**src/hw/cpu_pkg.sv**
```systemverilog
`default_nettype none

package cpu_pkg;

    localparam int RAM_ADDR_W = 12;

    typedef logic [15:0] addr_t;
    typedef logic [7:0] byte_t;
    typedef logic [2:0] step_t;
    typedef logic [RAM_ADDR_W-1:0] ram_addr_t;
    typedef logic [1:0] addr_sel_t;

    localparam addr_t RESET_VECTOR = 16'hFFFC;

    // Request address sources
    localparam addr_sel_t ADDR_PC = 2'd0;
    localparam addr_sel_t ADDR_ADR = 2'd1;
    localparam addr_sel_t ADDR_VEC_LO = 2'd2;
    localparam addr_sel_t ADDR_VEC_HI = 2'd3;

    // Supported opcodes, standard 6502 encodings
    typedef enum logic [7:0] {
        OP_LDA_IMM = 8'hA9,
        OP_LDA_ABS = 8'hAD,
        OP_STA_ABS = 8'h8D,
        OP_LDX_IMM = 8'hA2,
        OP_ADC_IMM = 8'h69,
        OP_AND_IMM = 8'h29,
        OP_ORA_IMM = 8'h09,
        OP_EOR_IMM = 8'h49,
        OP_LSR_A   = 8'h4A,
        OP_TAX     = 8'hAA,
        OP_CLC     = 8'h18,
        OP_SEC     = 8'h38,
        OP_JMP_ABS = 8'h4C
    } opcode_e;

    typedef enum logic [2:0] {
        ALU_PASS,
        ALU_SUM,
        ALU_AND,
        ALU_OR,
        ALU_EOR,
        ALU_SHR
    } alu_op_e;

    typedef struct packed {
        addr_t addr;
        logic  rw;
        byte_t wdata;
    } mem_req_t;

    typedef struct packed {
        addr_t addr;
        logic  we;
        byte_t wdata;
    } host_cmd_t;

    typedef struct packed {
        alu_op_e   alu_op;
        // ALU A operand from memory data when set, else the accumulator
        logic      alu_a_dl;
        logic      alu_cin;
        logic      ld_a;
        logic      ld_x;
        logic      ld_pcl;
        logic      ld_pch;
        logic      ld_adr;
        logic      pc_inc;
        logic      upd_nz;
        logic      upd_c;
        logic      upd_v;
        logic      set_c;
        logic      clr_c;
        logic      we;
        addr_sel_t addr_src;
    } ctrl_t;

    typedef struct packed {
        addr_t pc;
        byte_t ac;
        byte_t x;
        byte_t p;
        byte_t ir;
    } cpu_debug_t;

endpackage

`default_nettype wire

```
**src/hw/mem_arbiter.sv**
```systemverilog
`default_nettype none

module mem_arbiter
    import cpu_pkg::*;
(
    input  logic      i_clk,
    input  logic      i_reset,
    input  logic      i_run,
    input  mem_req_t  i_cpu_req,
    input  logic      i_host_req,
    input  host_cmd_t i_host_cmd,
    input  byte_t     i_ram_rdata,
    output logic      o_cpu_grant,
    output logic      o_host_ack,
    output byte_t     o_host_rdata,
    output addr_t     o_ram_addr,
    output logic      o_ram_we,
    output byte_t     o_ram_wdata,
    output logic      o_ram_en
);

    typedef enum logic [1:0] {
        ST_IDLE,
        ST_ACCESS,
        ST_ACK,
        ST_RELEASE
    } state_e;

    state_e state;
    logic   host_go;
    logic   host_we_q;
    byte_t  host_data;
    byte_t  rdata_q;

    // Host access takes the RAM in the first cycle its request is seen
    assign host_go = (state == ST_IDLE) && i_host_req;
    assign o_cpu_grant = i_run && !host_go;

    assign o_ram_en = host_go || o_cpu_grant;
    assign o_ram_addr = host_go ? i_host_cmd.addr : i_cpu_req.addr;
    assign o_ram_we = host_go ? i_host_cmd.we : (o_cpu_grant && !i_cpu_req.rw);
    assign o_ram_wdata = host_go ? i_host_cmd.wdata : i_cpu_req.wdata;

    // Writes answer with zero
    assign host_data = host_we_q ? 8'h00 : i_ram_rdata;
    assign o_host_ack = (state == ST_ACCESS) || (state == ST_ACK);
    assign o_host_rdata = (state == ST_ACCESS) ? host_data : rdata_q;

    always_ff @(posedge i_clk) begin
        if (i_reset) begin
            state <= ST_IDLE;
            host_we_q <= 1'b0;
        end else begin
            case (state)
                ST_IDLE: begin
                    if (i_host_req) begin
                        state <= ST_ACCESS;
                        host_we_q <= i_host_cmd.we;
                    end
                end
                ST_ACCESS: state <= ST_ACK;
                ST_ACK: begin
                    if (!i_host_req) begin
                        state <= ST_RELEASE;
                    end
                end
                default: state <= ST_IDLE;
            endcase
        end
    end

    // Hold the read data while ack stays up
    always_ff @(posedge i_clk) begin
        if (state == ST_ACCESS) begin
            rdata_q <= host_data;
        end
    end

endmodule

`default_nettype wire

```
**config.mk**
```make
export PLATFORM = sky130hd
export DESIGN_NAME = mem_arbiter
export DESIGN_NICKNAME = d
export VERILOG_FILES = /design/src/hw/cpu_pkg.sv /design/src/hw/mem_arbiter.sv
export SDC_FILE = /design/constraint.sdc
export NUM_CORES = 1
export LEC_CHECK = 0
export BUFFER_PORTS_ARGS = -buffer_cell sky130_fd_sc_hd__buf_2
export CORE_ASPECT_RATIO = 1.25
export CORE_MARGIN = 1
export CORE_UTILIZATION = 36
export CTS_BUF_LIST = sky130_fd_sc_hd__clkbuf_2 sky130_fd_sc_hd__clkbuf_4 sky130_fd_sc_hd__clkbuf_8
export CTS_CLUSTER_DIAMETER = 200
export DETAILED_ROUTE_END_ITERATION = 7
export GPL_TIMING_DRIVEN = 0
export PLACE_DENSITY = 0.95
export SLEW_MARGIN = 20
export SYNTH_ARGS = -nofsm -noshare
export SYNTH_HDL_FRONTEND = slang
export SYNTH_SLANG_ARGS = --single-unit
```
**constraint.sdc**
```tcl
create_clock -name i_clk -period 2.9 [get_ports i_clk]
set_input_delay 0.145 -clock i_clk [delete_from_list [all_inputs] [get_ports i_clk]]
set_output_delay 0.145 -clock i_clk [all_outputs]
set_load 0.02 [all_outputs]
```
==> metrics.md, run 1 <==
| Metric | Value |
|---|---|
| I/O Buffers | 97 |
| Pin count of the biggest net entering global routing | 11 |
| Share of cells above drive strength 1 | 77.1% |
| Largest stage delay, worst path | 0.35 ns |
| Initial Utilization | 37.6% |
| Synth Register Bits | 11 |
| Synth top area share | 34.7% |
| Largest family of logic cells by synthesized area | multiplexers |
| Setup TNS | 0 ns |
| Core area | 2190 um2 |
| CTS clk-pin slew, worst paths | 0.07 ns |
| Post-synth EDFFs | 0 |
| DP Area | 1350 um2 |
| Endpoint type of the worst setup path | output pin |
| Largest area contributor in the netlist | mux2_4 |
| Critical-path cell list | inv_1 -> ha_1 -> nand2_4 -> buf_6 -> mux2_4 -> buf_2 |
| Row cnt | 19 |
| Die Area | 2480 um2 |
| Most used DFF post-synth | dfxtp_1 |
| Sink Count | 11 |
| Area fraction in compound gates after synthesis | 12.6% |
| Non-Filler Instances | 201 |
| Grt total ovfl | 0 |
| Vias in the first global route | 905 |
| Drt wl/cell | 12.9 um |
| Placed Cells | 197 |
| Initial DRC Count | 7 |
| Drt first pass iters | 4 |
| Die width | 44.7 um |
| First-pass GRT wire length | 3880 um |
| Place WS | 1.26 ns |
| Pwr dens | 946 nW/um2 |
| Max-slew violations | 0 |
| Minimum clock period | 1.93 ns |
| Detailed Route WL | 2590 um |
| Hpwl dp | 2200 um |
| Cell area after synthesis | 822 um2 |
| Vias/cell | 4.68 |
| Maximum VDD drop | 0.593 mV |
| Most common cell in the netlist | mux2_4 |
| Most frequent cells after synthesis | mux2_4 (19), dfxtp_1 (11), a22o_1 (7), mux2_2 (6), inv_1 (5) |
| WP data required | 2.76 ns |
| Post-Synth Simple-Gate Area | 6.39% |
| Min-delay worst type | in -> reg |
| Distinct cells, synth | 19 |
| Post-CTS sizing | 0 |
| Asr flop ratio synth | 0% |
| Initial antenna violation count | 0 |
| Fin crit share | 66.4% |
| RSZ-0062 raised after global routing | no |
| Hold_buf cts | 0 |
| Remaining DRCs | 0 |
| Post-Synth Adder-Cell Area | 4.57% |
| Setup Skew | 0.000920 ns |
| Vias | 941 |
| Startpoint class of the critical path | register |
| Antenna viol nets, final | 0 |
| CTS Buf Count | 3 |
| RePlAce Congestion | 0.720 |
| Pleak | 0.805 nW |
| XOR/XNOR Fraction of Synth Area | 0% |
| Rel. slew slack | 80.6% |
| Post-CTS Setup Inserts | 0 |
| Clk Latency, worst-skew pair | 0.27 ns |
| Synth top area cells | mux2_4 (35%), dfxtp_1 (27%), mux2_2 (8.2%) |
| Final Setup Violations | 0 |
| Final Cell Area | 1380 um2 |
| Worst slew pin tran | 0.292 ns |
| Slowest stage cell, crit path | dfxtp_1 |
| Worst Slack Setup Final | 0.974 ns |
| Final #Nets | 236 |
| CTS H-tree depth | 1 |
| CTS tree | yes |
| Fillers | 208 |
| All-Layer GR Usage | 21.9% |
| Peak fanout along the critical path | 10 |
| Area Overhead vs Synth | 67.4% |
| CP arrival | 1.78 ns |
| Root Buffer | clkbuf_4 |
| Syn Inst Count | 69 |
| I/O pin cnt | 98 |
| Status | finished, final reports clean |
| Synth Net Count | 134 |
| Critical path type | reg -> out |
| Post-synthesis mux area share | 44.1% |
| Avg Cell Area, Syn | 11.9 um2 |
| Final-report hold violation count | 0 |
| # Max-Cap Violations | 0 |
| Die height | 55.4 um |
| Synth warn | 0 |
| Longest Clk Path Bufs | 2 |
| Post-synthesis sequential area ratio | 26.8% |
| # diodes | 0 |
| Highest clock rate | 0.519 GHz |
-- registers in the layout (all words and copies together) (netlist names) --
register   flops
rdata_q        8
state          2
host_we_q      1
-- area by class of cell --
type	instances	area, um2	share of cell area (%)
Inverter	5	18.8	1.36
Tap cell	31	38.8	2.82
Sequential cell	11	220	16.0
Multi-Input combinational cell	50	557	40.5
Buffer	3	26.3	1.91
Timing Repair Buffer	97	485	35.3
Clock buffer	4	30.0	2.18
-- worst paths after layout --
| kind | cells after the start | slack [ns] | start | end |
|---|---|---|---|---|
| max | 6 | 0.97 | state[1] | o_ram_addr[10] |
| max reg2reg | 4 | 1.57 | state[1] | state[0] |
| min | 2 | 0.07 | i_reset | host_we_q |
| min reg2reg | 1 | 0.48 | rdata_q[5] | rdata_q[5] |
-- report_power, final --
group	switching [mW]	leakage (nW)	internal, mW	total (mW)
combinational	0.522	0.694	0.421	0.942
sequential	0.0224	0.0918	0.222	0.244
clock	0.0530	0.0184	0.0628	0.116
-- cells in the final DEF, fill, tap and decap left out --
| master | count |
|---|---|
| a22o_1 | 7 |
| nand3_1 | 1 |
| mux2_2 | 6 |
| a211oi_1 | 1 |
| nand3b_1 | 1 |
| clkbuf_1 | 1 |
| o21ai_0 | 2 |
| nand2_4 | 1 |
| mux2_4 | 19 |
| dfxtp_1 | 11 |
| buf_6 | 2 |
| a21oi_1 | 1 |
| inv_1 | 5 |
| nand2b_1 | 3 |
| clkbuf_4 | 4 |
| ha_1 | 3 |
| nor2_1 | 1 |
| mux2i_1 | 1 |
| buf_2 | 97 |
| a21bo_2 | 2 |
| nor2b_1 | 1 |
-- kinds of logic (layout without fill, tap and decap cells) --
logic type,count (synthesis),count (layout)
mux,26,26
compound gates,13,13
flops,11,11
simple gates,8,8
buf+inv,8,109
fa+ha+maj,3,3
-- per-stage QoR --
stage          power [mW]  utilization, %  hold WS (ns)
2_1_floorplan       0.935               -         0.214
3_3_place_gp         1.18            61.6         0.349
3_5_place_dp         1.19            61.6         0.355
4_1_cts              1.32            62.9        0.0544
5_1_grt              1.39            62.9        0.0543
6_report             1.30            62.9        0.0662
-- critical path: cells and delay by family, from the launching register on --
kind / cells / cell delay [ns]
buffers and inverters: 3 / 0.41
flip-flops: 1 / 0.35
multiplexers: 1 / 0.31
adder cells (fa/ha/maj): 1 / 0.27
AND/OR/NAND/NOR: 1 / 0.15
-- routing by layer --
metal / vias to the layer above / GRT usage [%] / wire (um)
met4: 0 / 14.3 / 65
li1: 454 / - / -
met2: 67 / 40.5 / 1370
met1: 416 / 19.5 / 818
met3: 4 / 5.56 / 335
met5: - / 0 / 0
(Power assumes the default switching activity.)
==> run 2, diff against run 1 <==
CORE_UTILIZATION = 30   (was 36)
PLACE_DENSITY = 0.88   (was 0.95)
clock period = 1.6 ns   (was 2.9 ns; I/O delays follow)
==> run 2 against run 1 <==
  * The flow now finishes with violations (setup timing)
  * Sequential share of layout area shrank 3.1 points
  * Cell count up 5.0%
  * Critical path depth unchanged
  * Core utilization increased by 6.0 points
  * First-iteration DRC count rose by 57%
  * Die area rose by 19%
  * Non-clock buffer count rose by 8
  * Final area rose by 25%
  * Combinational power grew to 2.6 times the previous value
  * Worst setup slack worse by 1.0 ns
  * Critical endpoint is now o_ram_addr[8]
  * Largest cell class is now non-clock buffers
  * Largest power group unchanged
==> metrics.md, run 2 (synthesis results as in run 1) <==
| Metric | Value |
|---|---|
| Initial antenna violation count | 0 (unchanged) |
| Maximum VDD drop | 1.23 mV (+110%) |
| Core area | 2500 um2 (+14%) |
| Rel. slew slack | 80.8% (+0.27 points) |
| Initial Utilization | 32.8% (-4.7 points) |
| Vias/cell | 4.84 (+3.5%) |
| Pwr dens | 1820 nW/um2 (+92%) |
| Root Buffer | clkbuf_4 |
| Die height | 60.5 um (+9.2%) |
| Critical-path cell list | inv_2 -> ha_4 -> nand2_8 -> clkbuf_16 -> mux2_4 -> buf_6 |
| Critical path type | reg -> out |
| Sink Count | 11 (unchanged) |
| Initial DRC Count | 11 (+4) |
| RePlAce Congestion | 0.761 (+5.7%) |
| Share of cells above drive strength 1 | 82.0% (+5.0 points) |
| Final Cell Area | 1730 um2 (+25%) |
| Highest clock rate | 0.611 GHz |
| CTS Buf Count | 3 (unchanged) |
| Die Area | 2950 um2 (+19%) |
| Max-slew violations | 0 (unchanged) |
| Buf+Inv Stages, Crit Path | 3 (unchanged) |
| Commonest non-fill, non-tap cell in the layout | buf_2 |
| CTS tree | yes |
| Drt wl/cell | 16.5 um (+28%) |
| Largest stage delay, worst path | 0.34 ns (about the same) |
| Drt first pass iters | 4 (unchanged) |
| Biggest regs | rdata_q: 8 flops, state: 2 flops, host_we_q: 1 flops |
| Die width | 48.8 um (+9.1%) |
| Row cnt | 20 (+1) |
| Setup Skew | 0.000977 ns (+0.0000576 ns) |
| First-pass GRT wire length | 4830 um (+25%) |
| I/O Buffers | 97 (unchanged) |
| Antenna viol nets, final | 0 (unchanged) |
| Area Overhead vs Synth | 110% |
| Pleak | 0.952 nW (+18%) |
| Fin crit share | 102% |
| Setup TNS | -0.130 ns (-0.130 ns) |
| RSZ-0062 raised after global routing | yes |
| Vias | 1,022 (+8.6%) |
| Longest Clk Path Bufs | 2 (unchanged) |
| Endpoint type of the worst setup path | output pin |
| Clk Latency, worst-skew pair | 0.27 ns (about the same) |
| Final-report hold violation count | 0 (unchanged) |
| Critical path depth | 6 (unchanged) |
| Cells on worst reg2reg path | 5 (+1) |
| CP arrival | 1.56 ns (-0.22 ns) |
| Detailed Route WL | 3470 um (+34%) |
| Hpwl dp | 2480 um (+13%) |
| DP Area | 1350 um2 (+0.19%) |
| I/O pin cnt | 98 (unchanged) |
| All-Layer GR Usage | 22.3% (+0.33 points) |
| Startpoint class of the critical path | register |
| Minimum clock period | 1.64 ns |
| Reg with most FFs | rdata_q |
| Commonest non-fill, non-tap cells in the layout | buf_2 (66), buf_6 (28), mux2_4 (24) |
| Worst Slack Setup Final | -0.0355 ns (-1.01 ns) |
| CTS clk-pin slew, worst paths | 0.07 ns (about the same) |
| # diodes | 0 (unchanged) |
| Hold Path Stages | 2 (unchanged) |
| Worst Hold Slack | 0.00807 ns (-0.0582 ns) |
| Slowest stage cell, crit path | dfxtp_2 |
| Status | complete, but fails checks |
| Min-delay worst type | in -> reg |
| Pin count of the biggest net entering global routing | 11 (unchanged) |
| CTS H-tree depth | 1 (unchanged) |
| Worst slew pin tran | 0.285 ns (-0.00702 ns) |
| Max reg flops | 8 (unchanged) |
| Remaining DRCs | 0 (unchanged) |
| CP delay by family, top | buffers and inverters |
| # Max-Cap Violations | 0 (unchanged) |
| Hold_buf cts | 0 (unchanged) |
| Grt total ovfl | 0 (unchanged) |
| Final Setup Violations | 8 (+8) |
| Final core utilization | 69.0% (+6.0 points) |
| Peak fanout along the critical path | 5 (-5) |
| Failing checks | setup timing |
| Final #Nets | 244 (+3.4%) |
| Vias in the first global route | 1,002 (+11%) |
| WP data required | 1.52 ns (-1.24 ns) |
[run 2: path summary, 6_finish.rpt]
path | slack [ns] | from | to
worst max register to register | 0.24 | state[0] | state[0]
worst max-delay path | -0.04 | state[0] | o_ram_addr[8]
worst min register to register | 0.50 | rdata_q[3] | rdata_q[3]
worst min-delay path | 0.008 | i_reset | host_we_q
[run 2: metrics by stage]
stage          std cells  power, mW  worst slack, ns
2_1_floorplan         69       1.70            0.165
3_3_place_gp         199       2.17           0.0250
3_5_place_dp         199       2.19        -0.000643
4_1_cts              207       2.86          -0.0157
5_1_grt              211       3.29          -0.0643
6_report             211       3.14          -0.0355
[run 2: what timing repair did]
action / CTS / global route
pin swaps: 2 / 4
cloned: 1 / 1
gates resized for setup: 54 / 27
setup buffers: 3 / 3
setup endpoints to repair: 33 / 32
[run 2: worst register-to-register path: stages (launching register included)]
cell	delay, ns
dfxtp_2	0.34
inv_2	0.05
buf_4	0.13
ha_1	0.20
mux2_2	0.29
a211oi_1	0.26
[run 2: where the power goes]
part           total [mW]  switching [mW]  internal [mW]
clock network       0.202          0.0889          0.113
registers           0.455          0.0468          0.408
logic                2.48            1.15           1.34
[run 2: per-layer routing]
layer | wire [um] | vias up | global-route usage, %
met5 | 0 | - | 0
met1 | 1130 | 443 | 21.0
met2 | 1590 | 95 | 39.3
met4 | 100 | 0 | 7.56
li1 | - | 472 | -
met3 | 656 | 12 | 15.0
[run 2: layout make-up]
cell class,instances,area (um2)
sequential,11,223
tap,33,41.3
timing repair buffer,105,766
clock buffer,4,30.0
inverter,5,18.8
multi-input combinational,50,599
buffer,3,47.5
fill,179,777
==> run 3, diff against run 2 <==
CELL_PAD_IN_SITES_DETAIL_PLACEMENT = 0   (was unset)
CELL_PAD_IN_SITES_GLOBAL_PLACEMENT = 1   (was unset)
CORE_UTILIZATION = 20   (was 30)
CTS_CLUSTER_DIAMETER = unset   (was 200)
==> run 3 against run 2 <==
  * The run now ends clean
  * Wire length shrank 4.3%
  * Sequential share of layout area is 0.13 points lower
  * Cell count is 9.5% higher
  * First-iteration DRC count grew to 3.1 times the previous value
  * Sequential cell count unchanged
  * Via count down 3.9%
  * Final area increased by 1.0%
  * Global-route usage is 10 points lower
  * Clock power is 44% higher
  * Critical path type unchanged
  * Critical endpoint is now o_ram_wdata[3]
  * Largest power group unchanged
==> metrics.md, run 3 (synthesis results as in run 1) <==
| Metric | Value |
|---|---|
| Setup Skew | 0.000407 ns (-0.000570 ns) |
| Switching part of the total power | 40.1% (-0.75 points) |
| Combinational power share | 75.8% (-3.3 points) |
| Pleak | 0.946 nW (-0.64%) |
| Antenna viol nets, final | 0 (unchanged) |
| Grt total ovfl | 0 (unchanged) |
| Clock power share | 9.4% (+3.0 points) |
| Sw Pwr | 1.24 mW (-3.6%) |
| Peak fanout along the critical path | 6 (+1) |
| Reg with most FFs | rdata_q |
| Die width | 59.3 um (+22%) |
| Max reg flops | 8 (unchanged) |
| CP arrival | 1.50 ns (-0.06 ns) |
| Critical-path cell list | inv_4 -> ha_4 -> nand2_8 -> clkbuf_16 -> mux2_4 -> buf_6 |
| Slowest stage cell, crit path | dfxtp_2 |
| # Max-Cap Violations | 0 (unchanged) |
| Worst slew pin tran | 0.213 ns (-0.0720 ns) |
| Hpwl dp | 2340 um (-5.8%) |
| CTS Buf Count | 3 (unchanged) |
| Area Overhead vs Synth | 112% |
| Pwr dens | 1770 nW/um2 (-2.7%) |
| Biggest regs | rdata_q: 8 flops, state: 2 flops, host_we_q: 1 flops |
| Die height | 73.7 um (+22%) |
| Minimum clock period | 1.58 ns (-0.0548 ns) |
| Final-report hold violation count | 0 (unchanged) |
| Seq pwr share | 14.8% (+0.3 points) |
| Vias in the first global route | 910 (-9.2%) |
| All-Layer GR Usage | 12.3% (-10 points) |
| Die Area | 4370 um2 (+48%) |
| CP delay by family, top | flip-flops |
| Final Setup Violations | 0 (-8) |
| Highest clock rate | 0.633 GHz (+3.5%) |
| Min-delay worst type | in -> reg |
| RSZ-0062 raised after global routing | yes |
| Drt wl/cell | 14.4 um (-13%) |
| CTS tree | yes |
| Sink Count | 11 (unchanged) |
| Vias/cell | 4.25 (-12%) |
| WP data required | 1.52 ns (about the same) |
| I/O Buffers | 97 (unchanged) |
| Share of cells above drive strength 1 | 82.5% (+0.46 points) |
| Fin crit share | 98.8% (-3.4 points) |
| Critical path type | reg -> out |
| Vias | 982 (-3.9%) |
| Status | finished, final reports clean |
| Row cnt | 25 (+25%) |
| Setup TNS | 0 ns (+0.130 ns) |
| CTS H-tree depth | 1 (unchanged) |
| First-pass GRT wire length | 4070 um (-16%) |
| Commonest non-fill, non-tap cells in the layout | buf_2 (70), buf_6 (25), mux2_4 (23) |
| Root Buffer | clkbuf_8 |
| Maximum VDD drop | 0.857 mV (-31%) |
| Startpoint class of the critical path | register |
| Remaining DRCs | 0 (unchanged) |
| Commonest non-fill, non-tap cell in the layout | buf_2 |
| Drt first pass iters | 3 (-1) |
| Initial DRC Count | 34 (+23) |
| CTS clk-pin slew, worst paths | 0.05 ns (-0.02 ns) |
| Final core utilization | 45.3% (-24 points) |
| Initial antenna violation count | 0 (unchanged) |
| Initial Utilization | 21.4% (-11 points) |
| Rel. slew slack | 85.8% (+5.0 points) |
| Clk Latency, worst-skew pair | 0.23 ns (-0.04 ns) |
| I/O pin cnt | 98 (unchanged) |
| Longest Clk Path Bufs | 2 (unchanged) |
| Core area | 3850 um2 (+54%) |
| Pin count of the biggest net entering global routing | 11 (unchanged) |
| Endpoint type of the worst setup path | output pin |
| Final #Nets | 243 (-0.41%) |
| Pint | 1.85 mW (-0.52%) |
| # diodes | 0 (unchanged) |
| Largest stage delay, worst path | 0.35 ns (about the same) |
| RePlAce Congestion | 0.709 (-6.9%) |
| Detailed Route WL | 3330 um (-4.3%) |
| Buf+Inv Stages, Crit Path | 3 (unchanged) |
| Max-slew violations | 0 (unchanged) |
## run 3: changes by cell type in the layout (fill, tap and decap cells not counted)
cell	before	now
buf_2	66	70
buf_4	10	8
buf_6	28	25
clkbuf_4	4	1
clkbuf_8	0	3
inv_2	2	1
inv_4	0	1
mux2_2	1	2
mux2_4	24	23
nor2b_1	1	0
nor2b_2	0	1
o21ai_0	1	2
o21ai_1	1	0
## run 3: worst paths after layout
kind | start | endpoint | slack, ns | cells past startpoint
setup reg to reg | state[0] | state[0] | 0.27 | 5
setup / recovery | state[0] | o_ram_wdata[3] | 0.02 | 6
hold / removal | i_reset | state[0] | 0.04 | 2
hold reg to reg | rdata_q[4] | rdata_q[4] | 0.48 | 1
## run 3: final cells by class
class	count	area [um2]
multi-input cells	50	598
inverters	5	21.3
repair buffers	104	737
flip-flops and latches	11	223
well taps	54	67.6
clock buffers	4	48.8
plain buffers	3	47.5
fillers	354	2100
## run 3: stage by stage
| step | cell area (um2) | worst slack, ns | cells | total power, mW | hold slack (ns) |
|---|---|---|---|---|---|
| final | 1740 | 0.0194 | 231 | 3.09 | 0.0407 |
| after global routing | 1740 | -0.0274 | 231 | 3.26 | 0.0453 |
| after CTS | 1580 | 0.000259 | 229 | 2.83 | 0.0355 |
| after detailed placement | 1380 | 0.0207 | 220 | 2.18 | 0.287 |
| after global placement | 1380 | 0.0318 | 220 | 2.17 | 0.289 |
| after floorplan | 822 | 0.165 | 69 | 1.70 | 0.149 |
## run 3: per-layer routing
| layer | vias to the layer above | wire length, um | track usage [%] |
|---|---|---|---|
| met5 | - | 0 | 0 |
| met4 | 0 | 0 | 3.44 |
| met3 | 0 | 456 | 5.81 |
| met2 | 69 | 1710 | 24.6 |
| met1 | 442 | 1160 | 10.3 |
| li1 | 471 | - | - |
## run 3: timing repair
item                       in CTS  in global routing
resized for setup              31                 44
gates cloned                    1                  1
buffers inserted                4                  1
setup endpoints to repair      31                 26
pin swaps                       2                  1
hold buffers                    0                  0
## run 3: power groups by stage
stage	sequential [mW]	combinational, mW	clock, mW
final	0.458	2.34	0.290
after global routing	0.472	2.47	0.323
after CTS	0.453	2.07	0.304
after detailed placement	0.451	1.73	0
after global placement	0.447	1.72	0
after floorplan	0.440	1.26	0
