**config.mk**
```make
export PLATFORM = sky130hd
export DESIGN_NAME = cpu_core
export DESIGN_NICKNAME = d
export VERILOG_FILES = /design/src/hw/cpu_pkg.sv /design/src/hw/cpu_alu.sv /design/src/hw/cpu_core.sv /design/src/hw/cpu_datapath.sv /design/src/hw/cpu_decoder.sv
export SDC_FILE = /design/constraint.sdc
export NUM_CORES = 1
export LEC_CHECK = 0
export BUFFER_PORTS_ARGS = -buffer_cell sky130_fd_sc_hd__buf_2
export CAP_MARGIN = 20
export CORE_ASPECT_RATIO = 1.75
export CORE_MARGIN = 4
export CORE_UTILIZATION = 30
export CTS_CLUSTER_DIAMETER = 30
export CTS_CLUSTER_SIZE = 12
export DETAILED_ROUTE_END_ITERATION = 8
export HOLD_SLACK_MARGIN = 0.15
export MAX_ROUTING_LAYER = met4
export REMOVE_ABC_BUFFERS = 1
export SYNTH_ARGS = -nofsm -noshare
export SYNTH_HDL_FRONTEND = slang
export SYNTH_SLANG_ARGS = --single-unit
```
**constraint.sdc**
```tcl
create_clock -name i_clk -period 5.65 [get_ports i_clk]
set_input_delay 1.13 -clock i_clk [delete_from_list [all_inputs] [get_ports i_clk]]
set_output_delay 1.13 -clock i_clk [all_outputs]
set_load 0.01 [all_outputs]
```
**src/hw/cpu_pkg.sv**
```systemverilog
`default_nettype none

package cpu_pkg;

    localparam int RAM_ADDR_W = 12;

    typedef logic [15:0] addr_t;
    typedef logic [7:0] byte_t;
    typedef logic [2:0] step_t;
    typedef logic [RAM_ADDR_W-1:0] ram_addr_t;
    typedef logic [1:0] addr_sel_t;

    localparam addr_t RESET_VECTOR = 16'hFFFC;

    // Request address sources
    localparam addr_sel_t ADDR_PC = 2'd0;
    localparam addr_sel_t ADDR_ADR = 2'd1;
    localparam addr_sel_t ADDR_VEC_LO = 2'd2;
    localparam addr_sel_t ADDR_VEC_HI = 2'd3;

    // Supported opcodes, standard 6502 encodings
    typedef enum logic [7:0] {
        OP_LDA_IMM = 8'hA9,
        OP_LDA_ABS = 8'hAD,
        OP_STA_ABS = 8'h8D,
        OP_LDX_IMM = 8'hA2,
        OP_ADC_IMM = 8'h69,
        OP_AND_IMM = 8'h29,
        OP_ORA_IMM = 8'h09,
        OP_EOR_IMM = 8'h49,
        OP_LSR_A   = 8'h4A,
        OP_TAX     = 8'hAA,
        OP_CLC     = 8'h18,
        OP_SEC     = 8'h38,
        OP_JMP_ABS = 8'h4C
    } opcode_e;

    typedef enum logic [2:0] {
        ALU_PASS,
        ALU_SUM,
        ALU_AND,
        ALU_OR,
        ALU_EOR,
        ALU_SHR
    } alu_op_e;

    typedef struct packed {
        addr_t addr;
        logic  rw;
        byte_t wdata;
    } mem_req_t;

    typedef struct packed {
        addr_t addr;
        logic  we;
        byte_t wdata;
    } host_cmd_t;

    typedef struct packed {
        alu_op_e   alu_op;
        // ALU A operand from memory data when set, else the accumulator
        logic      alu_a_dl;
        logic      alu_cin;
        logic      ld_a;
        logic      ld_x;
        logic      ld_pcl;
        logic      ld_pch;
        logic      ld_adr;
        logic      pc_inc;
        logic      upd_nz;
        logic      upd_c;
        logic      upd_v;
        logic      set_c;
        logic      clr_c;
        logic      we;
        addr_sel_t addr_src;
    } ctrl_t;

    typedef struct packed {
        addr_t pc;
        byte_t ac;
        byte_t x;
        byte_t p;
        byte_t ir;
    } cpu_debug_t;

endpackage

`default_nettype wire

```
**src/hw/cpu_alu.sv**
```systemverilog
`default_nettype none

module cpu_alu
    import cpu_pkg::*;
(
    input  alu_op_e i_op,
    input  byte_t   i_a,
    input  byte_t   i_b,
    input  logic    i_carry,
    output byte_t   o_result,
    output logic    o_carry,
    output logic    o_overflow
);

    logic [8:0] sum;

    assign sum = {1'b0, i_a} + {1'b0, i_b} + {8'h00, i_carry};

    always_comb begin
        o_result = i_a;
        o_carry = i_carry;
        o_overflow = 1'b0;
        case (i_op)
            ALU_SUM: begin
                o_result = sum[7:0];
                o_carry = sum[8];
                // Signed overflow when both operands agree in sign and the sum does not
                o_overflow = (i_a[7] == i_b[7]) && (sum[7] != i_a[7]);
            end
            ALU_AND: o_result = i_a & i_b;
            ALU_OR: o_result = i_a | i_b;
            ALU_EOR: o_result = i_a ^ i_b;
            ALU_SHR: begin
                o_result = {i_carry, i_a[7:1]};
                o_carry = i_a[0];
            end
            default: ;
        endcase
    end

endmodule

`default_nettype wire

```
**src/hw/cpu_core.sv**
```systemverilog
`default_nettype none

module cpu_core
    import cpu_pkg::*;
(
    input  logic       i_clk,
    input  logic       i_reset,
    input  logic       i_grant,
    input  byte_t      i_rdata,
    output mem_req_t   o_req,
    output logic       o_sync,
    output logic       o_error,
    output cpu_debug_t o_debug
);

    ctrl_t      ctrl;
    byte_t      p;
    byte_t      ir;
    cpu_debug_t dp_debug;

    // Step counter, IR and control decode
    cpu_decoder decoder_i (
        .i_clk   (i_clk),
        .i_reset (i_reset),
        .i_grant (i_grant),
        .i_rdata (i_rdata),
        .i_p     (p),
        .o_ctrl  (ctrl),
        .o_sync  (o_sync),
        .o_error (o_error),
        .o_ir    (ir)
    );

    // Registers, flags, ALU and request address
    cpu_datapath datapath_i (
        .i_clk   (i_clk),
        .i_reset (i_reset),
        .i_grant (i_grant),
        .i_ctrl  (ctrl),
        .i_rdata (i_rdata),
        .o_req   (o_req),
        .o_p     (p),
        .o_debug (dp_debug)
    );

    always_comb begin
        o_debug = dp_debug;
        o_debug.ir = ir;
    end

endmodule

`default_nettype wire

```
**src/hw/cpu_datapath.sv**
```systemverilog
`default_nettype none

module cpu_datapath
    import cpu_pkg::*;
(
    input  logic       i_clk,
    input  logic       i_reset,
    input  logic       i_grant,
    input  ctrl_t      i_ctrl,
    input  byte_t      i_rdata,
    output mem_req_t   o_req,
    output byte_t      o_p,
    output cpu_debug_t o_debug
);

    byte_t ac;
    byte_t x;
    byte_t dl;
    byte_t mem_data;
    byte_t alu_a;
    byte_t alu_result;
    addr_t pc;
    addr_t pc_base;
    addr_t adr;
    addr_t oper_addr;
    logic  rd_valid;
    logic  flag_n;
    logic  flag_z;
    logic  flag_c;
    logic  flag_v;
    logic  alu_carry;
    logic  alu_ovf;

    // Fresh RAM data right after a granted read, the latched copy later on
    assign mem_data = rd_valid ? i_rdata : dl;
    assign alu_a = i_ctrl.alu_a_dl ? mem_data : ac;

    // High byte arriving now joined with the low byte already shifted in
    assign oper_addr = {mem_data, adr[15:8]};
    assign pc_base = {i_ctrl.ld_pch ? oper_addr[15:8] : pc[15:8],
                      i_ctrl.ld_pcl ? oper_addr[7:0] : pc[7:0]};

    cpu_alu alu_i (
        .i_op       (i_ctrl.alu_op),
        .i_a        (alu_a),
        .i_b        (mem_data),
        .i_carry    (i_ctrl.alu_cin),
        .o_result   (alu_result),
        .o_carry    (alu_carry),
        .o_overflow (alu_ovf)
    );

    always_comb begin
        case (i_ctrl.addr_src)
            ADDR_ADR: o_req.addr = oper_addr;
            ADDR_VEC_LO: o_req.addr = RESET_VECTOR;
            ADDR_VEC_HI: o_req.addr = RESET_VECTOR + addr_t'(1);
            default: o_req.addr = pc;
        endcase
        o_req.rw = ~i_ctrl.we;
        o_req.wdata = ac;
    end

    always_ff @(posedge i_clk) begin
        if (i_reset) begin
            rd_valid <= 1'b0;
            ac <= '0;
            x <= '0;
            pc <= '0;
            flag_n <= 1'b0;
            flag_z <= 1'b0;
            flag_c <= 1'b0;
            flag_v <= 1'b0;
        end else begin
            rd_valid <= i_grant && o_req.rw;
            if (i_grant) begin
                if (i_ctrl.ld_a) begin
                    ac <= alu_result;
                end
                if (i_ctrl.ld_x) begin
                    x <= alu_result;
                end
                pc <= pc_base + addr_t'(i_ctrl.pc_inc);
                if (i_ctrl.upd_nz) begin
                    flag_n <= alu_result[7];
                    flag_z <= (alu_result == 8'h00);
                end
                if (i_ctrl.set_c) begin
                    flag_c <= 1'b1;
                end else if (i_ctrl.clr_c) begin
                    flag_c <= 1'b0;
                end else if (i_ctrl.upd_c) begin
                    flag_c <= alu_carry;
                end
                if (i_ctrl.upd_v) begin
                    flag_v <= alu_ovf;
                end
            end
        end
    end

    always_ff @(posedge i_clk) begin
        if (rd_valid) begin
            dl <= i_rdata;
        end
        if (i_grant && i_ctrl.ld_adr) begin
            adr <= oper_addr;
        end
    end

    // Unused bit 5 reads as one, as on the real part
    assign o_p = {flag_n, flag_v, 1'b1, 1'b0, 2'b00, flag_z, flag_c};

    // The instruction register sits in the decoder, the core fills ir in
    assign o_debug = '{pc: pc, ac: ac, x: x, p: o_p, ir: 8'h00};

endmodule

`default_nettype wire

```
**src/hw/cpu_decoder.sv**
```systemverilog
`default_nettype none

module cpu_decoder
    import cpu_pkg::*;
(
    input  logic  i_clk,
    input  logic  i_reset,
    input  logic  i_grant,
    input  byte_t i_rdata,
    input  byte_t i_p,
    output ctrl_t o_ctrl,
    output logic  o_sync,
    output logic  o_error,
    output byte_t o_ir
);

    typedef enum logic [1:0] {
        PH_VEC_LO,
        PH_VEC_HI,
        PH_RUN,
        PH_HALT
    } phase_e;

    phase_e phase;
    step_t  step;
    byte_t  ir;
    logic   fetch_d;
    byte_t  op;
    logic   last;
    logic   bad_op;

    // The opcode is on the RAM output only in the cycle right after its fetch
    assign op = (step == step_t'(1) && fetch_d) ? i_rdata : ir;

    assign o_sync = i_grant && (phase == PH_RUN) && (step == step_t'(0));
    assign o_error = (phase == PH_HALT);
    assign o_ir = ir;

    always_ff @(posedge i_clk) begin
        if (i_reset) begin
            phase <= PH_VEC_LO;
            step <= '0;
            ir <= '0;
            fetch_d <= 1'b0;
        end else begin
            fetch_d <= o_sync;
            if (phase == PH_VEC_HI && i_grant) begin
                // First fetch runs as the tail of a JMP through the vector
                ir <= OP_JMP_ABS;
            end else if (fetch_d) begin
                ir <= i_rdata;
            end
            case (phase)
                PH_VEC_LO: begin
                    if (i_grant) begin
                        phase <= PH_VEC_HI;
                    end
                end
                PH_VEC_HI: begin
                    if (i_grant) begin
                        phase <= PH_RUN;
                        step <= '0;
                    end
                end
                PH_RUN: begin
                    if (bad_op) begin
                        phase <= PH_HALT;
                    end else if (i_grant) begin
                        step <= last ? step_t'(0) : step + step_t'(1);
                    end
                end
                default: ;
            endcase
        end
    end

    always_comb begin
        o_ctrl = '0;
        o_ctrl.addr_src = ADDR_PC;
        last = 1'b0;
        bad_op = 1'b0;
        case (phase)
            PH_VEC_LO: o_ctrl.addr_src = ADDR_VEC_LO;
            PH_VEC_HI: begin
                o_ctrl.addr_src = ADDR_VEC_HI;
                o_ctrl.ld_adr = 1'b1;
            end
            PH_RUN: begin
                case (step)
                    3'd0: begin
                        // Opcode fetch, finishing the previous instruction alongside
                        o_ctrl.pc_inc = 1'b1;
                        case (op)
                            OP_JMP_ABS: begin
                                o_ctrl.addr_src = ADDR_ADR;
                                o_ctrl.ld_pcl = 1'b1;
                                o_ctrl.ld_pch = 1'b1;
                            end
                            OP_LDA_IMM, OP_LDA_ABS: begin
                                o_ctrl.alu_a_dl = 1'b1;
                                o_ctrl.ld_a = 1'b1;
                                o_ctrl.upd_nz = 1'b1;
                            end
                            OP_LDX_IMM: begin
                                o_ctrl.alu_a_dl = 1'b1;
                                o_ctrl.ld_x = 1'b1;
                                o_ctrl.upd_nz = 1'b1;
                            end
                            OP_ADC_IMM: begin
                                o_ctrl.alu_op = ALU_SUM;
                                o_ctrl.alu_cin = i_p[0];
                                o_ctrl.ld_a = 1'b1;
                                o_ctrl.upd_nz = 1'b1;
                                o_ctrl.upd_c = 1'b1;
                                o_ctrl.upd_v = 1'b1;
                            end
                            OP_AND_IMM, OP_ORA_IMM, OP_EOR_IMM: begin
                                o_ctrl.alu_op = (op == OP_AND_IMM) ? ALU_AND :
                                                (op == OP_ORA_IMM) ? ALU_OR : ALU_EOR;
                                o_ctrl.ld_a = 1'b1;
                                o_ctrl.upd_nz = 1'b1;
                            end
                            default: ;
                        endcase
                    end
                    3'd1: begin
                        case (op)
                            OP_LDA_IMM, OP_LDX_IMM, OP_ADC_IMM,
                            OP_AND_IMM, OP_ORA_IMM, OP_EOR_IMM: begin
                                o_ctrl.pc_inc = 1'b1;
                                last = 1'b1;
                            end
                            OP_LSR_A: begin
                                // Carry-in of zero shifts a zero into bit 7
                                o_ctrl.alu_op = ALU_SHR;
                                o_ctrl.ld_a = 1'b1;
                                o_ctrl.upd_nz = 1'b1;
                                o_ctrl.upd_c = 1'b1;
                                last = 1'b1;
                            end
                            OP_TAX: begin
                                o_ctrl.ld_x = 1'b1;
                                o_ctrl.upd_nz = 1'b1;
                                last = 1'b1;
                            end
                            OP_CLC: begin
                                o_ctrl.clr_c = 1'b1;
                                last = 1'b1;
                            end
                            OP_SEC: begin
                                o_ctrl.set_c = 1'b1;
                                last = 1'b1;
                            end
                            OP_LDA_ABS, OP_STA_ABS, OP_JMP_ABS: o_ctrl.pc_inc = 1'b1;
                            default: bad_op = 1'b1;
                        endcase
                    end
                    3'd2: begin
                        // Low operand byte arrives, high byte is read
                        o_ctrl.ld_adr = 1'b1;
                        if (op == OP_JMP_ABS) begin
                            last = 1'b1;
                        end else begin
                            o_ctrl.pc_inc = 1'b1;
                        end
                    end
                    3'd3: begin
                        o_ctrl.addr_src = ADDR_ADR;
                        o_ctrl.we = (op == OP_STA_ABS);
                        last = 1'b1;
                    end
                    default: ;
                endcase
            end
            default: ;
        endcase
    end

endmodule

`default_nettype wire

```
==> run metrics, run 1 <==
status complete, no violations; Yosys reg bits 67; most frequent cells after synthesis 83 x nor2_1, 73 x nand2_1, 63 x a21oi_1; Clock power frac a little under a third; Clock Skews 0.0116 ns; H-tree depth 3; crit path capture type register; Mapped Area between 5000 and 6000 um2; Crit path required time between 5 and 6 ns; Post-route DRC 0; Crit path max-delay family compound AO/OA/AOI/OAI gates; DIE HEIGHT 183 um; Final setup viols 0; area of the multi-input gates around 3500 um2; fin util between 30% and 40%; EDFF count, synth 8; Least-Margin Pin Slew around 0.83 ns; CP max stage delay 0.58 ns; VDD IR-drop max between 100 and 150 uV; DPL Wire Length 13700 um; startpoint types register; Power Dens Cells between 200 and 300 nW/um2; Routed wire per std cell approximately 18 um; antenna cells 0; # fillers roughly 1.8k; Slew HR around 43%; Setup TNS 0 ns; Distinct cells, synth 77; most common cell in the synthesized netlist nor2_1; Crit Path Category register to register; synthesized instance count 678; post-route antenna net violation count 0; Ys Warns 0; CTS tree done; Final period util approximately nine tenths; layout cell share with drive strength beyond 1 18.9%; top-area cell type share of the netlist area around 23%; Routed Wire Length approximately 18000 um; die area 19800 um2; clk_lat worst skew between 0.3 and 0.4 ns; FF/Latch Area about 1400 um2; cts hold-fix bufs 0; nets between 700 and 800; RSZ-0062 raised after global routing false; Via-to-Cell Ratio roughly 5.4; Post-synth ARST share 0%; max cap viols 0; Int Power around 0.0011 W; crit-path max FO 14; Leak 2.73 nW; worst path cell trace inv_1, ha_1, and3b_1, mux2i_1, a21o_1, nand2_1, mux2i_1, fa_1, inv_1, fa_1, a21o_1, a21oi_1, o21ai_0, o21ai_0, a21oi_1, a2bb2oi_1, or4_1, o41ai_2; syn avg cell area 7.74 um2; leading post-synthesis cells by cell area dfxtp_1 23%, mux2i_1 9.5%, ha_1 6.9%, a21oi_1 6.0%, nor2_1 5.9%; Slowest-stage cell, CP and3b_1; first-pass GRT wire length around 27000 um; CTS Sinks 67; port bufs 81; CTS Root Cell clkbuf_16; Max Freq 0.197 GHz; buffer and inverter count on the worst path 2; number of CTS-inserted buffers 9; cell accounting for the most synthesized area dfxtp_1; setup bufs post-CTS 0; switching power of the nets slightly below 0.0007 W; max-slew violation total from the final report 0; Hold Path Class register to register; Seq/Total Area, Yosys between 20% and 30%; grt ovf 0; area grow syn2layout 17.5%; 1st-pass router iterations 5; detailed-route via count between 5k and 6k; Most used DFF post-synth dfxtp_1; WP data arrival 5.33 ns; initial antenna violation count 0; clk buf depth 2; vias in the first global route about 5.1k; core area 17100 um2; PostCTS Resize Cnt 0; Die X 108 um; switching fraction of total power a little under two fifths; GRT Resource Usage Total approximately 18%; initial DRC count between 300 and 400; register share of total power just over 30%; Comb pwr share between 30 and 40%; Worst-path clk slew roughly 0.060 ns; minimum clock period approximately 5.1 ns; Core Rows 63; Final GP Congestion roughly 1; largest net degree at the start of global routing 39; endpoints failing hold 0; Initial Util approximately 31%; IO Pins 86
final timing paths:
path | from | end | slack [ns] | cells past startpoint
min | datapath_i.flag_v | datapath_i.flag_v | 0.47 | 2
min reg2reg | datapath_i.flag_v | datapath_i.flag_v | 0.47 | 2
max | decoder_i.step[1] | datapath_i.flag_z | 0.57 | 18
max reg2reg | decoder_i.step[1] | datapath_i.flag_z | 0.57 | 18
stage by stage:
stage	worst slack, ns	total power [W]	hold WS (ns)	area (um2)	instances
6_report	0.567	0.00182	0.467	6160	978
2_1_floorplan	0.652	0.000971	0.470	5000	632
4_1_cts	0.618	0.00183	0.482	6160	978
3_3_place_gp	0.615	0.00125	0.466	5860	962
3_5_place_dp	0.496	0.00125	0.476	5860	962
5_1_grt	0.113	0.00192	0.523	6160	978
power groups by stage:
stage | logic, W | registers, W | clock network [W]
floorplan | 0.000409 | 0.000562 | 0
global placement | 0.000680 | 0.000571 | 0
detailed placement | 0.000682 | 0.000570 | 0
CTS | 0.000685 | 0.000559 | 0.000590
global route | 0.000748 | 0.000566 | 0.000606
finish | 0.000680 | 0.000560 | 0.000577
sequential cells by signal (all words and copies together) (netlist names):
name and flops:
datapath_i.flag_c 1, datapath_i.adr 8, datapath_i.rd_valid 1, datapath_i.flag_n 1, datapath_i.x 8, datapath_i.dl 8, decoder_i.phase 2, datapath_i.flag_z 1
datapath_i.pc 16, decoder_i.fetch_d 1, datapath_i.flag_v 1, decoder_i.step 3, decoder_i.o_ir 8, datapath_i.ac 8
cell usage in the layout (no fill, tap or decap), types with 17 or more instances in the layout:
cell,Yosys,layout
a21oi_1,63,63
buf_2,5,81
buf_4,17,22
dfxtp_1,59,59
ha_1,29,29
inv_1,34,34
mux2i_1,50,50
nand2_1,73,73
nand3_1,17,17
nor2_1,83,83
o21ai_0,30,30
cell type report:
type,count,area share (%)
clock inverters,7,1.24
clock buffers,9,3.65
repair buffers,103,9.26
well taps,227,4.61
inverters,34,2.07
flip-flops and latches,67,23.1
multi-input cells,531,56.1
kinds of logic (layout without fill, tap and decap cells):
logic type / after synthesis / in the layout / share of synthesized area, %
AND/OR/NAND/NOR: 264 / 264 / 25.1
AO/OA/AOI/OAI: 169 / 169 / 20.6
buffers and inverters: 82 / 153 / 7.20
adder cells (fa/ha/maj): 31 / 31 / 7.68
multiplexers: 60 / 60 / 11.7
flip-flops: 67 / 67 / 27.1
other: 2 / 4 / 0.143
XOR/XNOR: 3 / 3 / 0.501
layer usage:
metal | global-route usage [%] | wire [um] | vias to the layer above
met5 | - | 0 | -
met4 | 10.3 | 987 | 0
met3 | 2.47 | 627 | 63
li1 | - | - | 2548
met1 | 18.7 | 6540 | 2492
met2 | 32.9 | 9360 | 182
worst register-to-register path, stage by stage, from the launching register on:
cell,delay (ns)
dfxtp_1,0.34
inv_1,0.08
ha_1,0.40
and3b_1,0.58
mux2i_1,0.45
a21o_1,0.23
nand2_1,0.10
mux2i_1,0.26
fa_1,0.26
inv_1,0.07
fa_1,0.43
a21o_1,0.17
a21oi_1,0.20
o21ai_0,0.21
o21ai_0,0.20
a21oi_1,0.09
a2bb2oi_1,0.16
or4_1,0.49
o41ai_2,0.27
Power figures use the tool's default switching activity.
==> inputs of run 2 (changes only) <==
- BUFFER_PORTS_ARGS: -buffer_cell sky130_fd_sc_hd__buf_2 -> default
- DONT_BUFFER_PORTS: default -> 1
==> run 2 against run 1 <==
  * Clock skew is 0.0013 ns lower
  * Non-clock buffer count shrank 86
  * Final cell count is 8.7% lower
  * Largest power group is now registers
  * Critical endpoint unchanged
==> run metrics, run 2 (synthesis results as in run 1) <==
Setup TNS 0 ns (unchanged); Die X 108 um (unchanged); Via-to-Cell Ratio 5.55 (was 5.40); fin util 33.4% (was 36.0%); port bufs 0 (was 81); status complete, no violations (unchanged); Largest Register datapath_i.pc (unchanged); Routed wire per std cell 19.6 um (was 17.9 um); DRT met1 WL 6170 um (was 6540 um); DIE HEIGHT 183 um (unchanged); IO Pins 86 (unchanged); worst hold start datapath_i.flag_v (unchanged); CTS tree done (unchanged); die area 19800 um2 (unchanged); hold depth 2 (unchanged); post-route antenna net violation count 0 (unchanged); initial DRC count 313 (was 320); core area 17100 um2 (unchanged); max FFs per register 16 (unchanged); Post-route DRC 0 (unchanged); Crit Path Category register to register (unchanged); Crit path required time 5.91 ns (was 5.89 ns); Worst Hold Endpoint datapath_i.flag_v (unchanged); setup bufs post-CTS 0 (unchanged); total power 0.00167 W (was 0.00182 W); CTS Root Cell clkbuf_16 (unchanged); Hold Path Class register to register (unchanged); Worst Reg-to-Reg Cells 19 (was 18); Clock Skews 0.0103 ns (was 0.0116 ns); first-pass GRT wire length 27700 um (was 27400 um); most frequent cells in the layout 83 x nor2_1, 73 x nand2_1, 63 x a21oi_1 (was 83 x nor2_1, 81 x buf_2, 73 x nand2_1); DPL Wire Length 13700 um (about the same); startpoint types register (unchanged); Core Rows 63 (unchanged); nets 702 (was 788); minimum clock period 5.09 ns (was 5.08 ns); Leak 2.31 nW (was 2.73 nW); Least-Margin Pin Slew 1.05 ns (was 0.834 ns); max-slew violation total from the final report 0 (unchanged); fin cells 893 (was 978); DR top layer met4 (unchanged); detailed-route via count 4958 (was 5285); number of CTS-inserted buffers 9 (unchanged); 1st-pass router iterations 5 (unchanged); Power Dens Cells 293 nW/um2 (was 295 nW/um2); Final setup viols 0 (unchanged); dpl cells 876 (was 962); cts hold-fix bufs 0 (unchanged); Final period util 90.2% (was 90.0%); vias in the first global route 4948 (was 5084); most common cell after layout, fill and taps aside nor2_1 (unchanged); grt ovf 0 (unchanged); Routed Wire Length 17500 um (about the same); max cap viols 0 (unchanged); Max Freq 0.196 GHz (was 0.197 GHz); GRT Resource Usage Total 18.6% (was 18.2%); CTS Sinks 67 (unchanged); Initial Util 30.7% (unchanged); Reg2Reg Setup Slack 0.56 ns (was 0.57 ns); area grow syn2layout 8.73% (was 17.5%); VDD IR-drop max 153 uV (was 129 uV); crit-path max FO 14 (unchanged); Final GP Congestion 0.957 (was 0.973); Slew HR 29.8% (was 42.8%); clk buf depth 2 (unchanged); layout cell share with drive strength beyond 1 8.57% (was 18.9%); H-tree depth 3 (unchanged); Worst R2R Start decoder_i.step[1] (unchanged); endpoints failing hold 0 (unchanged); PostCTS Resize Cnt 0 (unchanged); Worst-path clk slew 0.06 ns (about the same); R2R Path End datapath_i.flag_z (unchanged); clk_lat worst skew 0.35 ns (was 0.34 ns); crit path capture type register (unchanged); WP data arrival 5.35 ns (was 5.33 ns); largest net degree at the start of global routing 48 (was 39); detailed route wirelength on metal2 9500 um (was 9360 um); Routed met3 length 775 um (was 627 um); initial antenna violation count 1 (was 0); RSZ-0062 raised after global routing false (unchanged)
run 2: routing by layer:
metal,GRT usage (%),vias to the layer above
li1,-,2369
met1,17.9,2387
met2,33.4,135
met3,3.13,67
met4,12.0,0
met5,-,-
run 2: worst max-delay path by stage:
| stage | end | startpoint |
|---|---|---|
| final | datapath_i.flag_z | decoder_i.step[1] |
| after global routing | datapath_i.flag_z | decoder_i.step[1] |
| after CTS | datapath_i.flag_z | decoder_i.step[1] |
| after detailed placement | datapath_i.flag_z | i_rdata[4] |
| after global placement | datapath_i.flag_z | i_rdata[4] |
| after floorplan | o_req[11] | i_rdata[1] |
run 2: area by class of cell:
class	count	area [um2]
inverters	34	128
well taps	227	284
flip-flops and latches	67	1420
clock buffers	9	225
repair buffers	17	128
fillers	1852	11400
multi-input cells	531	3460
clock inverters	7	57.6
diodes	1	2.50
run 2: through the flow:
step	hold WS (ns)	setup slack, ns	area (um2)
6_report	0.520	0.556	5710
5_1_grt	0.558	0.132	5710
4_1_cts	0.527	0.595	5700
3_5_place_dp	0.519	0.451	5420
3_3_place_gp	0.511	0.591	5420
2_1_floorplan	0.470	0.652	5000
run 2: power by group:
part / switching (W) / leakage [nW] / total, W / internal, W
Clock: 0.000245 / 0.135 / 0.000549 / 0.000304
Combinational: 0.000366 / 1.62 / 0.000557 / 0.000191
Sequential: 0.0000480 / 0.551 / 0.000565 / 0.000517
run 2: worst max-delay path, stage by stage, from the launching register on:
cell	delay, ns
dfxtp_1	0.34
inv_1	0.08
ha_1	0.35
and3b_1	0.54
mux2_1	0.37
a21o_1	0.22
nand2_1	0.11
buf_4	0.18
mux2i_1	0.37
inv_1	0.14
ha_1	0.33
nor2b_1	0.13
o21ai_0	0.26
a21oi_1	0.14
o211ai_1	0.29
nand2_1	0.14
a222oi_1	0.34
a21oi_1	0.20
nand4bb_1	0.25
o41ai_2	0.20
